===== config.mk =====
export PLATFORM = sky130hd
export DESIGN_NAME = boxsum_top
export DESIGN_NICKNAME = d
export VERILOG_FILES = /design/src/rtl/boxsum_pkg.sv /design/src/rtl/sample_handshake.sv /design/src/rtl/row_sequencer.sv /design/src/rtl/position_counters.sv /design/src/rtl/window_accumulator.sv /design/src/rtl/boxsum_top.sv
export SDC_FILE = /design/constraint.sdc
export NUM_CORES = 1
export LEC_CHECK = 0
export ABC_AREA = 1
export BUFFER_PORTS_ARGS = -buffer_cell sky130_fd_sc_hd__buf_2
export CAP_MARGIN = 20
export CORE_UTILIZATION = 50
export CTS_CLUSTER_DIAMETER = 150
export DETAILED_ROUTE_END_ITERATION = 10
export HOLD_SLACK_MARGIN = 0.02
export PLACE_DENSITY = 0.67
export SETUP_SLACK_MARGIN = 0.4
export SLEW_MARGIN = 0
export SYNTH_ARGS = -nofsm -noshare
export SYNTH_HDL_FRONTEND = slang
export SYNTH_SLANG_ARGS = --single-unit

===== constraint.sdc =====
create_clock -name clk -period 4.8 [get_ports clk]
set_clock_uncertainty 0.2 [all_clocks]
set_input_delay 0.48 -clock clk [delete_from_list [all_inputs] [get_ports clk]]
set_output_delay 0.48 -clock clk [all_outputs]
set_load 0.02 [all_outputs]

===== src/rtl/boxsum_pkg.sv =====
`default_nettype none

package boxsum_pkg;

    // frame geometry
    localparam int COLS = 19;
    localparam int WIN  = 16;
    localparam int ROWS = 4;

    // datapath widths
    localparam int SAMPLE_W = 8;
    localparam int SUM_W    = 12;
    localparam int COL_W    = 5;
    localparam int ROW_W    = 2;

    // largest value one sample can carry
    localparam int SAMPLE_MAX = (1 << SAMPLE_W) - 1;

    // largest possible window sum, must fit in SUM_W bits
    localparam int SUM_MAX = WIN * SAMPLE_MAX;

    // one input pixel
    typedef logic [SAMPLE_W-1:0] sample_t;

    // sequencer phases
    //   idle      waiting for start
    //   row_start one cycle to clear window and column count
    //   fill      first WIN-1 samples of a row, no output yet
    //   slide     one result per accepted sample
    //   finish    one cycle, frame_done is high
    typedef enum logic [2:0] {
        SEQ_IDLE      = 3'd0,
        SEQ_ROW_START = 3'd1,
        SEQ_FILL      = 3'd2,
        SEQ_SLIDE     = 3'd3,
        SEQ_FINISH    = 3'd4
    } seq_state_t;

    // tagged window result
    // col is the index of the newest sample in the window
    typedef struct packed {
        logic [SUM_W-1:0] sum;
        logic [ROW_W-1:0] row;
        logic [COL_W-1:0] col;
    } win_result_t;

endpackage

`default_nettype wire


===== src/rtl/sample_handshake.sv =====
`default_nettype none

module sample_handshake import boxsum_pkg::*; (
    input  logic    clk,
    input  logic    rst,
    input  logic    accept_en,
    input  logic    sample_req,
    input  sample_t sample_data,
    output logic    sample_ack,
    output logic    sample_strobe,
    output sample_t sample_value
);

    logic take;

    // ack low is the waiting state, ack high is the acked state
    // a new request is taken only from the waiting state
    assign take = sample_req && accept_en && !sample_ack;

    always_ff @(posedge clk) begin
        if (rst) begin
            sample_ack <= 1'b0;
        end else if (take) begin
            sample_ack <= 1'b1;
        end else if (sample_ack && !sample_req) begin
            // host released req, close the four-phase cycle
            sample_ack <= 1'b0;
        end
    end

    // strobe marks the single cycle in which ack has just risen
    always_ff @(posedge clk) begin
        if (rst) begin
            sample_strobe <= 1'b0;
        end else begin
            sample_strobe <= take;
        end
    end

    // data is captured together with the ack rise
    always_ff @(posedge clk) begin
        if (take) begin
            sample_value <= sample_data;
        end
    end

    // the sequencer must have opened the input before an ack goes out
    a_ack_needs_accept: assert property (
        @(posedge clk) disable iff (rst)
        $rose(sample_ack) |-> $past(accept_en)
    );

endmodule

`default_nettype wire


===== src/rtl/row_sequencer.sv =====
`default_nettype none

module row_sequencer import boxsum_pkg::*; (
    input  logic clk,
    input  logic rst,
    input  logic start,
    input  logic sample_strobe,
    input  logic fill_end,
    input  logic row_end,
    input  logic row_last,
    output logic accept_en,
    output logic row_load,
    output logic emit_en,
    output logic frame_clear,
    output logic frame_done
);

    seq_state_t state_q;
    seq_state_t state_d;

    // state register
    always_ff @(posedge clk) begin
        if (rst) begin
            state_q <= SEQ_IDLE;
        end else begin
            state_q <= state_d;
        end
    end

    // next state
    always_comb begin
        state_d = state_q;
        case (state_q)
            SEQ_IDLE: begin
                // start outside idle is ignored
                if (start) begin
                    state_d = SEQ_ROW_START;
                end
            end
            SEQ_ROW_START: begin
                state_d = SEQ_FILL;
            end
            SEQ_FILL: begin
                // sample WIN-2 completes the fill, the next one gives a full window
                if (sample_strobe && fill_end) begin
                    state_d = SEQ_SLIDE;
                end
            end
            SEQ_SLIDE: begin
                if (sample_strobe && row_end) begin
                    if (row_last) begin
                        state_d = SEQ_FINISH;
                    end else begin
                        state_d = SEQ_ROW_START;
                    end
                end
            end
            SEQ_FINISH: begin
                state_d = SEQ_IDLE;
            end
            default: begin
                state_d = SEQ_IDLE;
            end
        endcase
    end

    // control decode
    always_comb begin
        accept_en   = 1'b0;
        row_load    = 1'b0;
        emit_en     = 1'b0;
        frame_clear = 1'b0;
        frame_done  = 1'b0;
        case (state_q)
            SEQ_IDLE: begin
                // row counter is cleared on the edge that leaves idle
                frame_clear = start;
            end
            SEQ_ROW_START: begin
                row_load = 1'b1;
            end
            SEQ_FILL: begin
                accept_en = 1'b1;
            end
            SEQ_SLIDE: begin
                accept_en = 1'b1;
                emit_en   = 1'b1;
            end
            SEQ_FINISH: begin
                frame_done = 1'b1;
            end
            default: begin
                accept_en = 1'b0;
            end
        endcase
    end

    // frame_done is a single-cycle pulse
    a_done_pulse: assert property (
        @(posedge clk) disable iff (rst)
        frame_done |=> !frame_done
    );

    // state register holds only defined phases
    a_state_legal: assert property (
        @(posedge clk) disable iff (rst)
        state_q inside {SEQ_IDLE, SEQ_ROW_START, SEQ_FILL, SEQ_SLIDE, SEQ_FINISH}
    );

endmodule

`default_nettype wire


===== src/rtl/position_counters.sv =====
`default_nettype none

module position_counters import boxsum_pkg::*; (
    input  logic             clk,
    input  logic             rst,
    input  logic             sample_strobe,
    input  logic             row_load,
    input  logic             frame_clear,
    output logic [COL_W-1:0] col_idx,
    output logic [ROW_W-1:0] row_idx,
    output logic             fill_end,
    output logic             row_end,
    output logic             row_last
);

    // column of the sample currently being accepted
    // it moves past COLS-1 once per row, row_load brings it back
    always_ff @(posedge clk) begin
        if (rst || row_load) begin
            col_idx <= '0;
        end else if (sample_strobe) begin
            col_idx <= col_idx + 1'b1;
        end
    end

    // row advances with the last sample of each row
    always_ff @(posedge clk) begin
        if (rst || frame_clear) begin
            row_idx <= '0;
        end else if (sample_strobe && row_end) begin
            row_idx <= row_idx + 1'b1;
        end
    end

    // position flags for the sequencer
    assign fill_end = (col_idx == COL_W'(WIN - 2));
    assign row_end  = (col_idx == COL_W'(COLS - 1));
    assign row_last = (row_idx == ROW_W'(ROWS - 1));

    // no sample may arrive once the row is complete
    a_col_in_range: assert property (
        @(posedge clk) disable iff (rst)
        sample_strobe |-> (col_idx <= COL_W'(COLS - 1))
    );

endmodule

`default_nettype wire


===== src/rtl/window_accumulator.sv =====
`default_nettype none

module window_accumulator import boxsum_pkg::*; (
    input  logic             clk,
    input  logic             rst,
    input  logic             row_load,
    input  logic             emit_en,
    input  logic             sample_strobe,
    input  sample_t          sample_value,
    input  logic [COL_W-1:0] col_idx,
    input  logic [ROW_W-1:0] row_idx,
    output win_result_t      result,
    output logic             result_valid
);

    // win_q[0] is the newest sample, win_q[WIN-1] the oldest
    sample_t          win_q [WIN];
    logic [SUM_W-1:0] sum_q;
    logic [SUM_W-1:0] sum_next;

    // the oldest sample is part of sum_q, so the subtraction cannot wrap
    assign sum_next = sum_q + SUM_W'(sample_value) - SUM_W'(win_q[WIN-1]);

    // delay line
    // zeroed at row start, so the first WIN-1 sums are partial
    // and no column test is needed
    always_ff @(posedge clk) begin
        if (rst || row_load) begin
            for (int i = 0; i < WIN; i++) begin
                win_q[i] <= '0;
            end
        end else if (sample_strobe) begin
            win_q[0] <= sample_value;
            for (int i = 1; i < WIN; i++) begin
                win_q[i] <= win_q[i-1];
            end
        end
    end

    // running sum over the delay line
    always_ff @(posedge clk) begin
        if (rst || row_load) begin
            sum_q <= '0;
        end else if (sample_strobe) begin
            sum_q <= sum_next;
        end
    end

    // result strobe, one cycle per sample taken in slide
    always_ff @(posedge clk) begin
        if (rst) begin
            result_valid <= 1'b0;
        end else begin
            result_valid <= sample_strobe && emit_en;
        end
    end

    // tagged result, held until the next emitted column
    always_ff @(posedge clk) begin
        if (sample_strobe && emit_en) begin
            result.sum <= sum_next;
            result.row <= row_idx;
            result.col <= col_idx;
        end
    end

    // the window never holds more than WIN full-scale samples
    a_sum_bound: assert property (
        @(posedge clk) disable iff (rst)
        sum_q <= SUM_W'(SUM_MAX)
    );

    // results only come out for columns with a full window
    a_full_window: assert property (
        @(posedge clk) disable iff (rst)
        result_valid |-> (result.col >= COL_W'(WIN - 1))
    );

endmodule

`default_nettype wire


===== src/rtl/boxsum_top.sv =====
`default_nettype none

module boxsum_top import boxsum_pkg::*; (
    input  logic        clk,
    input  logic        rst,
    input  logic        start,
    input  logic        sample_req,
    input  sample_t     sample_data,
    output logic        sample_ack,
    output win_result_t result,
    output logic        result_valid,
    output logic        frame_done
);

    // handshake to datapath
    logic    sample_strobe;
    sample_t sample_value;

    // sequencer controls
    logic accept_en;
    logic row_load;
    logic emit_en;
    logic frame_clear;

    // counter flags and tags
    logic [COL_W-1:0] col_idx;
    logic [ROW_W-1:0] row_idx;
    logic             fill_end;
    logic             row_end;
    logic             row_last;

    sample_handshake u_handshake (
        .clk           (clk),
        .rst           (rst),
        .accept_en     (accept_en),
        .sample_req    (sample_req),
        .sample_data   (sample_data),
        .sample_ack    (sample_ack),
        .sample_strobe (sample_strobe),
        .sample_value  (sample_value)
    );

    row_sequencer u_sequencer (
        .clk           (clk),
        .rst           (rst),
        .start         (start),
        .sample_strobe (sample_strobe),
        .fill_end      (fill_end),
        .row_end       (row_end),
        .row_last      (row_last),
        .accept_en     (accept_en),
        .row_load      (row_load),
        .emit_en       (emit_en),
        .frame_clear   (frame_clear),
        .frame_done    (frame_done)
    );

    position_counters u_counters (
        .clk           (clk),
        .rst           (rst),
        .sample_strobe (sample_strobe),
        .row_load      (row_load),
        .frame_clear   (frame_clear),
        .col_idx       (col_idx),
        .row_idx       (row_idx),
        .fill_end      (fill_end),
        .row_end       (row_end),
        .row_last      (row_last)
    );

    window_accumulator u_accumulator (
        .clk           (clk),
        .rst           (rst),
        .row_load      (row_load),
        .emit_en       (emit_en),
        .sample_strobe (sample_strobe),
        .sample_value  (sample_value),
        .col_idx       (col_idx),
        .row_idx       (row_idx),
        .result        (result),
        .result_valid  (result_valid)
    );

endmodule

`default_nettype wire


# After elaboration in Yosys (flattened, before gate mapping)
# Memories as Yosys holds them, arrays and structs flattened.
# Cells that the tools add are included.
# totals
register_bits	52
latchBits	0
ramBits	128
romBits	0
in_bits	12
output_inout_bits	22
memories	1
# classes
addsub	4
mul	0
div	0
magnitude_cmp	0
eq_ne	10
shifts	0
muxes	33
bitwise	16
n_reduce_logical	14
# mem_list
name	words	word_bits	rd	rd_ports_with_merged_regs	write_ports	line	rtl
u_accumulator.win_q	16	8	16	0	16	window_accumulator.sv:17	sample_t win_q [WIN];
# ops
cell	n
8-bit 2-to-1 mux	16
1-bit bitwise OR	16
12-bit by 8-bit adder with 12-bit output	1
1-bit 2-to-1 mux	12
3-bit 2-to-1 mux	4
3-bit one-hot mux with 4 select lines	1
12-bit by 8-bit subtractor with 12-bit output	1
3-bit by 2-bit equality test with 1-bit output (second input constant)	2
1-bit logical AND	6
5-bit by 1-bit adder with 5-bit output (second input constant)	1
5-bit by 4-bit equality test with 1-bit output (second input constant)	1
5-bit equality test (second input constant)	1
2-bit by 1-bit inequality test with 1-bit output (second input constant)	2
3-bit by 1-bit equality test with 1-bit output (second input constant)	1
3-bit equality test (second input constant)	1
3-bit logical NOT	1
3-bit AND reduction	1
2-bit by 1-bit adder with 2-bit output (second input constant)	1
2-bit equality test (second input constant)	1
1-bit logical NOT	2
1-bit logical OR	2
2-bit inequality test (second input constant)	1
2-bit nonzero test	1
2-bit OR reduction	1

# Depth between registers and ports, before layout
# depth
word_depth	6
mapped_depth	13
ltp_nobuf	13

# Hierarchy
# Synthesis repeated with hierarchy kept, for this count alone.
# unflattened
cells_unflattened	734
hier_area_um2	8393.0
# modules_own_cells
module	n_inst	cells_per_inst	area_each_um2
window_accumulator	1	627	7453.4
position_counters	1	54	387.9
sample_handshake	1	17	312.8
row_sequencer	1	36	239.0

# Worst setup path before layout
# No wires, ideal clock.
# synth_timing
path_kind	in2reg
startpoint	input port rst
endpoint	memory u_accumulator.win_q[0][0] (netlist name), enable pin
setup_ns	1.249
arrival_ns	3.271
required_time_ns	3.351
path_slack_ns	0.081
cell_stages	4
n_path_buf	0
path_cell_list	inv_1 > nand2_4 > nor2_4 > clkinv_1
# synth_lines
item	line	rtl
start: declaration	boxsum_top.sv:5	input logic rst,
end: declaration	window_accumulator.sv:17	

==> impl_metrics.env <==
export IMPL_routedWlPerCell_microns=12.5
export IMPL_final_hold_worst_slack_ps=48.2
export IMPL_max_clock_path_buffers=2
export IMPL_die_x_microns=129
export IMPL_dieArea_sq_mm=0.0168
export IMPL_insertedDiodeCount=0
export IMPL_route_vias_total=4495
export IMPL_insertion_delay_ps=420
export IMPL_setup_tns_ps=0
export IMPL_row_count=46
export IMPL_cts_buffers_inserted=17
export IMPL_max_freq_mhz=356
export IMPL_layout_min_cycle_time_ps=2810
export IMPL_slack_of_the_worst_reg_to_reg_path_ps=1990
export IMPL_place_detailed_hpwl_microns=7910
export IMPL_pwr_share_comb_pct=23.9
export IMPL_drt_wl_total_microns=12300
export IMPL_synth_top_cells_by_area="sky130_fd_sc_hd__edfxtp_1, sky130_fd_sc_hd__inv_1, sky130_fd_sc_hd__nor2_4, sky130_fd_sc_hd__dfxtp_1, sky130_fd_sc_hd__nor2_1"
export IMPL_top_level_ports=34
export IMPL_place_area_sq_mm=0.00849
export IMPL_first_global_vias=4569
export IMPL_critical_path_class="flop to flop"
export IMPL_final_max_slew_violation_count=0
export IMPL_internal_power_consumption_mw=3.34
export IMPL_clk_pin_slew_ps=60
export IMPL_vdd_ir_drop_worst_mv=0.382
export IMPL_multiInputGateArea_sq_mm=0.00210
export IMPL_grt_total_usage_pct=16.7
export IMPL_yosys_warnings=0
export IMPL_place_port_buffers=33
export IMPL_final_net_count=793
export IMPL_postSynthRegisterBits=180
export IMPL_synth_cells_most_frequent="sky130_fd_sc_hd__inv_1, sky130_fd_sc_hd__edfxtp_1, sky130_fd_sc_hd__nor2_1"
export IMPL_grt_antenna_before_repair=0
export IMPL_outcome="finished clean"
export IMPL_power_frac_seq_pct=46.5
export IMPL_max_cap_violations=0
export IMPL_syn2layout_area_growth_pct=12.6
export IMPL_grt_start_max_net_pins=78
export IMPL_timing_max_slew_rel_slack_pct=33.6
export IMPL_initial_utilization_pct=51.2
export IMPL_total_switching_power_mw=1.49
export IMPL_clock_sinks=180
export IMPL_drt_first_pass_iters=4
export IMPL_post_synth_top_count_cell="sky130_fd_sc_hd__inv_1"
export IMPL_hold_path_startpoint="sample_data[7]"
export IMPL_crit_required_ps=4760
export IMPL_worst_hold_path_type="input pin to flop"
export IMPL_critical_path_reg2reg_endpoint="u_accumulator.win_q[8][2]$_SDFFCE_PN0P_"
export IMPL_p_per_area_mw_per_mm2=527
export IMPL_clock_tree_root_cell="sky130_fd_sc_hd__clkbuf_16"
export IMPL_cp_max_fo=54
export IMPL_syn_cell_area_sq_mm=0.00813
export IMPL_ys_flop_type="sky130_fd_sc_hd__edfxtp_1"
export IMPL_detail_route_drc_violations=0
export IMPL_fin_crit_sh_pct=58.5
export IMPL_critPathLaunchType="flop"
export IMPL_syn_nets=745
export IMPL_setup_viol_count_final=0
export IMPL_min_to="u_handshake.sample_value[7]$_DFFE_PP_"
export IMPL_fp_coreArea_sq_mm=0.0159
export IMPL_ff_to_ff_path_depth=6
export IMPL_synth_top_area_cell="sky130_fd_sc_hd__edfxtp_1"
export IMPL_grt_first_pass_wirelength_microns=21000
export IMPL_die_y_microns=129
export IMPL_number_of_synthesized_flops_with_an_enable_pin=155
export IMPL_n_fill_cell=1372
export IMPL_synthDistinctLibCells=32
export IMPL_finish_instance_area_sq_mm=0.00915
export IMPL_pwr_share_clk_pct=29.6
export IMPL_share_of_post_route_cells_with_drive_strength_above_1_pct=18.3
export IMPL_rsz_0062_raised_after_global_routing="false"
export IMPL_ctsResizeCount=0
export IMPL_tightestPinTransition_ps=996
export IMPL_leakagePower_nw=3.74
export IMPL_detailedRoute_firstIterationViolations=301
export IMPL_synth_top_cell_area_share_pct=57.3
export IMPL_finalHoldViolCount=0
export IMPL_synth_cells=710
export IMPL_grt_ovfl_total=0
export IMPL_postSynth_asyncResetShare_pct=0
export IMPL_postSynthAreaPerCell_sq_um=11.4
export IMPL_routabilityCongestion=0.876
export IMPL_timing_critical_path_arrival_ps=2760
export IMPL_seq_area_sq_mm=0.00515
export IMPL_critical_path_reg2reg_startpoint="u_sequencer.state_q[0]$_SDFFE_PP0P_"
export IMPL_swShare_pct=30.8
export IMPL_synth_seq_area_share_pct=63.4
export IMPL_post_drt_via_cell_ratio=4.55
export IMPL_ant_nets=0
export IMPL_tritoncts="built"
export IMPL_worstSetupEndpointType="flop"
export IMPL_min_path_cells=1
export IMPL_htreeDepth=4
[metrics by stage]
stage / utilization (%) / total power, mW / cells / setup WS [ps]
after floorplan: - / 3.16 / 710 / 1800
after global placement: 53.5 / 3.40 / 950 / 1850
after detailed placement: 53.5 / 3.42 / 950 / 1790
after CTS: 57.6 / 4.87 / 987 / 1940
after global routing: 57.6 / 5.13 / 987 / 1770
final: 57.6 / 4.83 / 987 / 1990
[cells in the final DEF (no fill, tap or decap), types with 5 or more instances in the layout]
master and n:
sky130_fd_sc_hd__nor3_1 11, sky130_fd_sc_hd__o22ai_1 5, sky130_fd_sc_hd__ha_1 15, sky130_fd_sc_hd__a21oi_1 7, sky130_fd_sc_hd__nand3_1 17, sky130_fd_sc_hd__nand2_1 70
sky130_fd_sc_hd__inv_6 6, sky130_fd_sc_hd__clkbuf_16 17, sky130_fd_sc_hd__dlygate4sd3_1 5, sky130_fd_sc_hd__nor2_4 61, sky130_fd_sc_hd__edfxtp_1 155, sky130_fd_sc_hd__and2_1 6
sky130_fd_sc_hd__o21ai_0 8, sky130_fd_sc_hd__nor2_1 87, sky130_fd_sc_hd__inv_1 194, sky130_fd_sc_hd__buf_2 33, sky130_fd_sc_hd__dfxtp_1 25, sky130_fd_sc_hd__fa_1 8
[worst max-delay path by stage]
stage                                        start                                      end  slack, ps  depth (start not counted)
3_5_place_dp                                   rst  u_accumulator.win_q[5][7]$_SDFFCE_PN0P_       1790                          7
6_report       u_sequencer.state_q[0]$_SDFFE_PP0P_  u_accumulator.win_q[8][2]$_SDFFCE_PN0P_       1990                          6
3_3_place_gp                                   rst  u_accumulator.win_q[8][2]$_SDFFCE_PN0P_       1850                          7
2_1_floorplan                                  rst  u_accumulator.win_q[0][0]$_SDFFCE_PN0P_       1800                          4
5_1_grt        u_sequencer.state_q[0]$_SDFFE_PP0P_  u_accumulator.win_q[7][7]$_SDFFCE_PN0P_       1770                          6
4_1_cts        u_sequencer.state_q[0]$_SDFFE_PP0P_  u_accumulator.win_q[8][2]$_SDFFCE_PN0P_       1940                          6
[layout make-up]
type / count / area share, %
clock buffer: 19 / 4.84
multi-input combinational: 317 / 22.9
clock inverter: 13 / 1.85
sequential: 180 / 56.3
tap: 216 / 2.95
timing repair buffer: 43 / 2.90
inverter: 199 / 8.24
[state kept, by name, indices dropped and copies added (netlist names)]
signal / cells
u_counters.row_idx: 2
u_handshake.sample_strobe: 1
u_accumulator.result: 19
u_sequencer.state_q: 3
u_accumulator.sum_q: 12
u_accumulator.result_valid: 1
u_counters.col_idx: 5
u_accumulator.win_q: 128
u_handshake.sample_value: 8
u_handshake.sample_ack: 1
[layer usage]
metal	vias to the layer above	track usage (%)	part of all wire, %
met5	-	0	0
met3	26	3.96	3.2
li1	2282	-	-
met1	2128	21.0	46
met4	0	7.93	2.4
met2	59	27.6	49
[repair_timing]
| action | in CTS | in global routing |
|---|---|---|
| hold endpoints to repair | 5 | 0 |
| buffers inserted | 0 | 0 |
| setup endpoints to repair | 0 | 0 |
| hold buffers | 5 | 0 |
[power groups by stage]
stage	Clock, mW	Sequential (mW)	Combinational, mW
6_report	1.43	2.25	1.15
5_1_grt	1.52	2.28	1.32
4_1_cts	1.46	2.25	1.17
3_5_place_dp	0	2.27	1.15
3_3_place_gp	0	2.27	1.13
2_1_floorplan	0	2.26	0.900
[critical path, stage by stage, from the launching register on]
cell	delay (ps)
sky130_fd_sc_hd__dfxtp_1	430
sky130_fd_sc_hd__nand3_2	140
sky130_fd_sc_hd__nand2_4	470
sky130_fd_sc_hd__nor2_8	120
sky130_fd_sc_hd__inv_6	460
sky130_fd_sc_hd__buf_4	600
sky130_fd_sc_hd__nor2_1	80
[cells by family (layout without fill, tap and decap cells)]
| kind of cell | count (synthesis) | count (layout) | share of synthesized area [%] |
|---|---|---|---|
| AO/OA/AOI/OAI | 24 | 24 | 1.63 |
| XOR/XNOR | 6 | 6 | 0.647 |
| adder cells (fa/ha/maj) | 23 | 23 | 4.28 |
| buffers and inverters | 213 | 274 | 10.8 |
| flip-flops | 180 | 180 | 63.4 |
| AND/OR/NAND/NOR | 264 | 264 | 19.2 |
No activity file was read; power rests on OpenSTA's default activity.
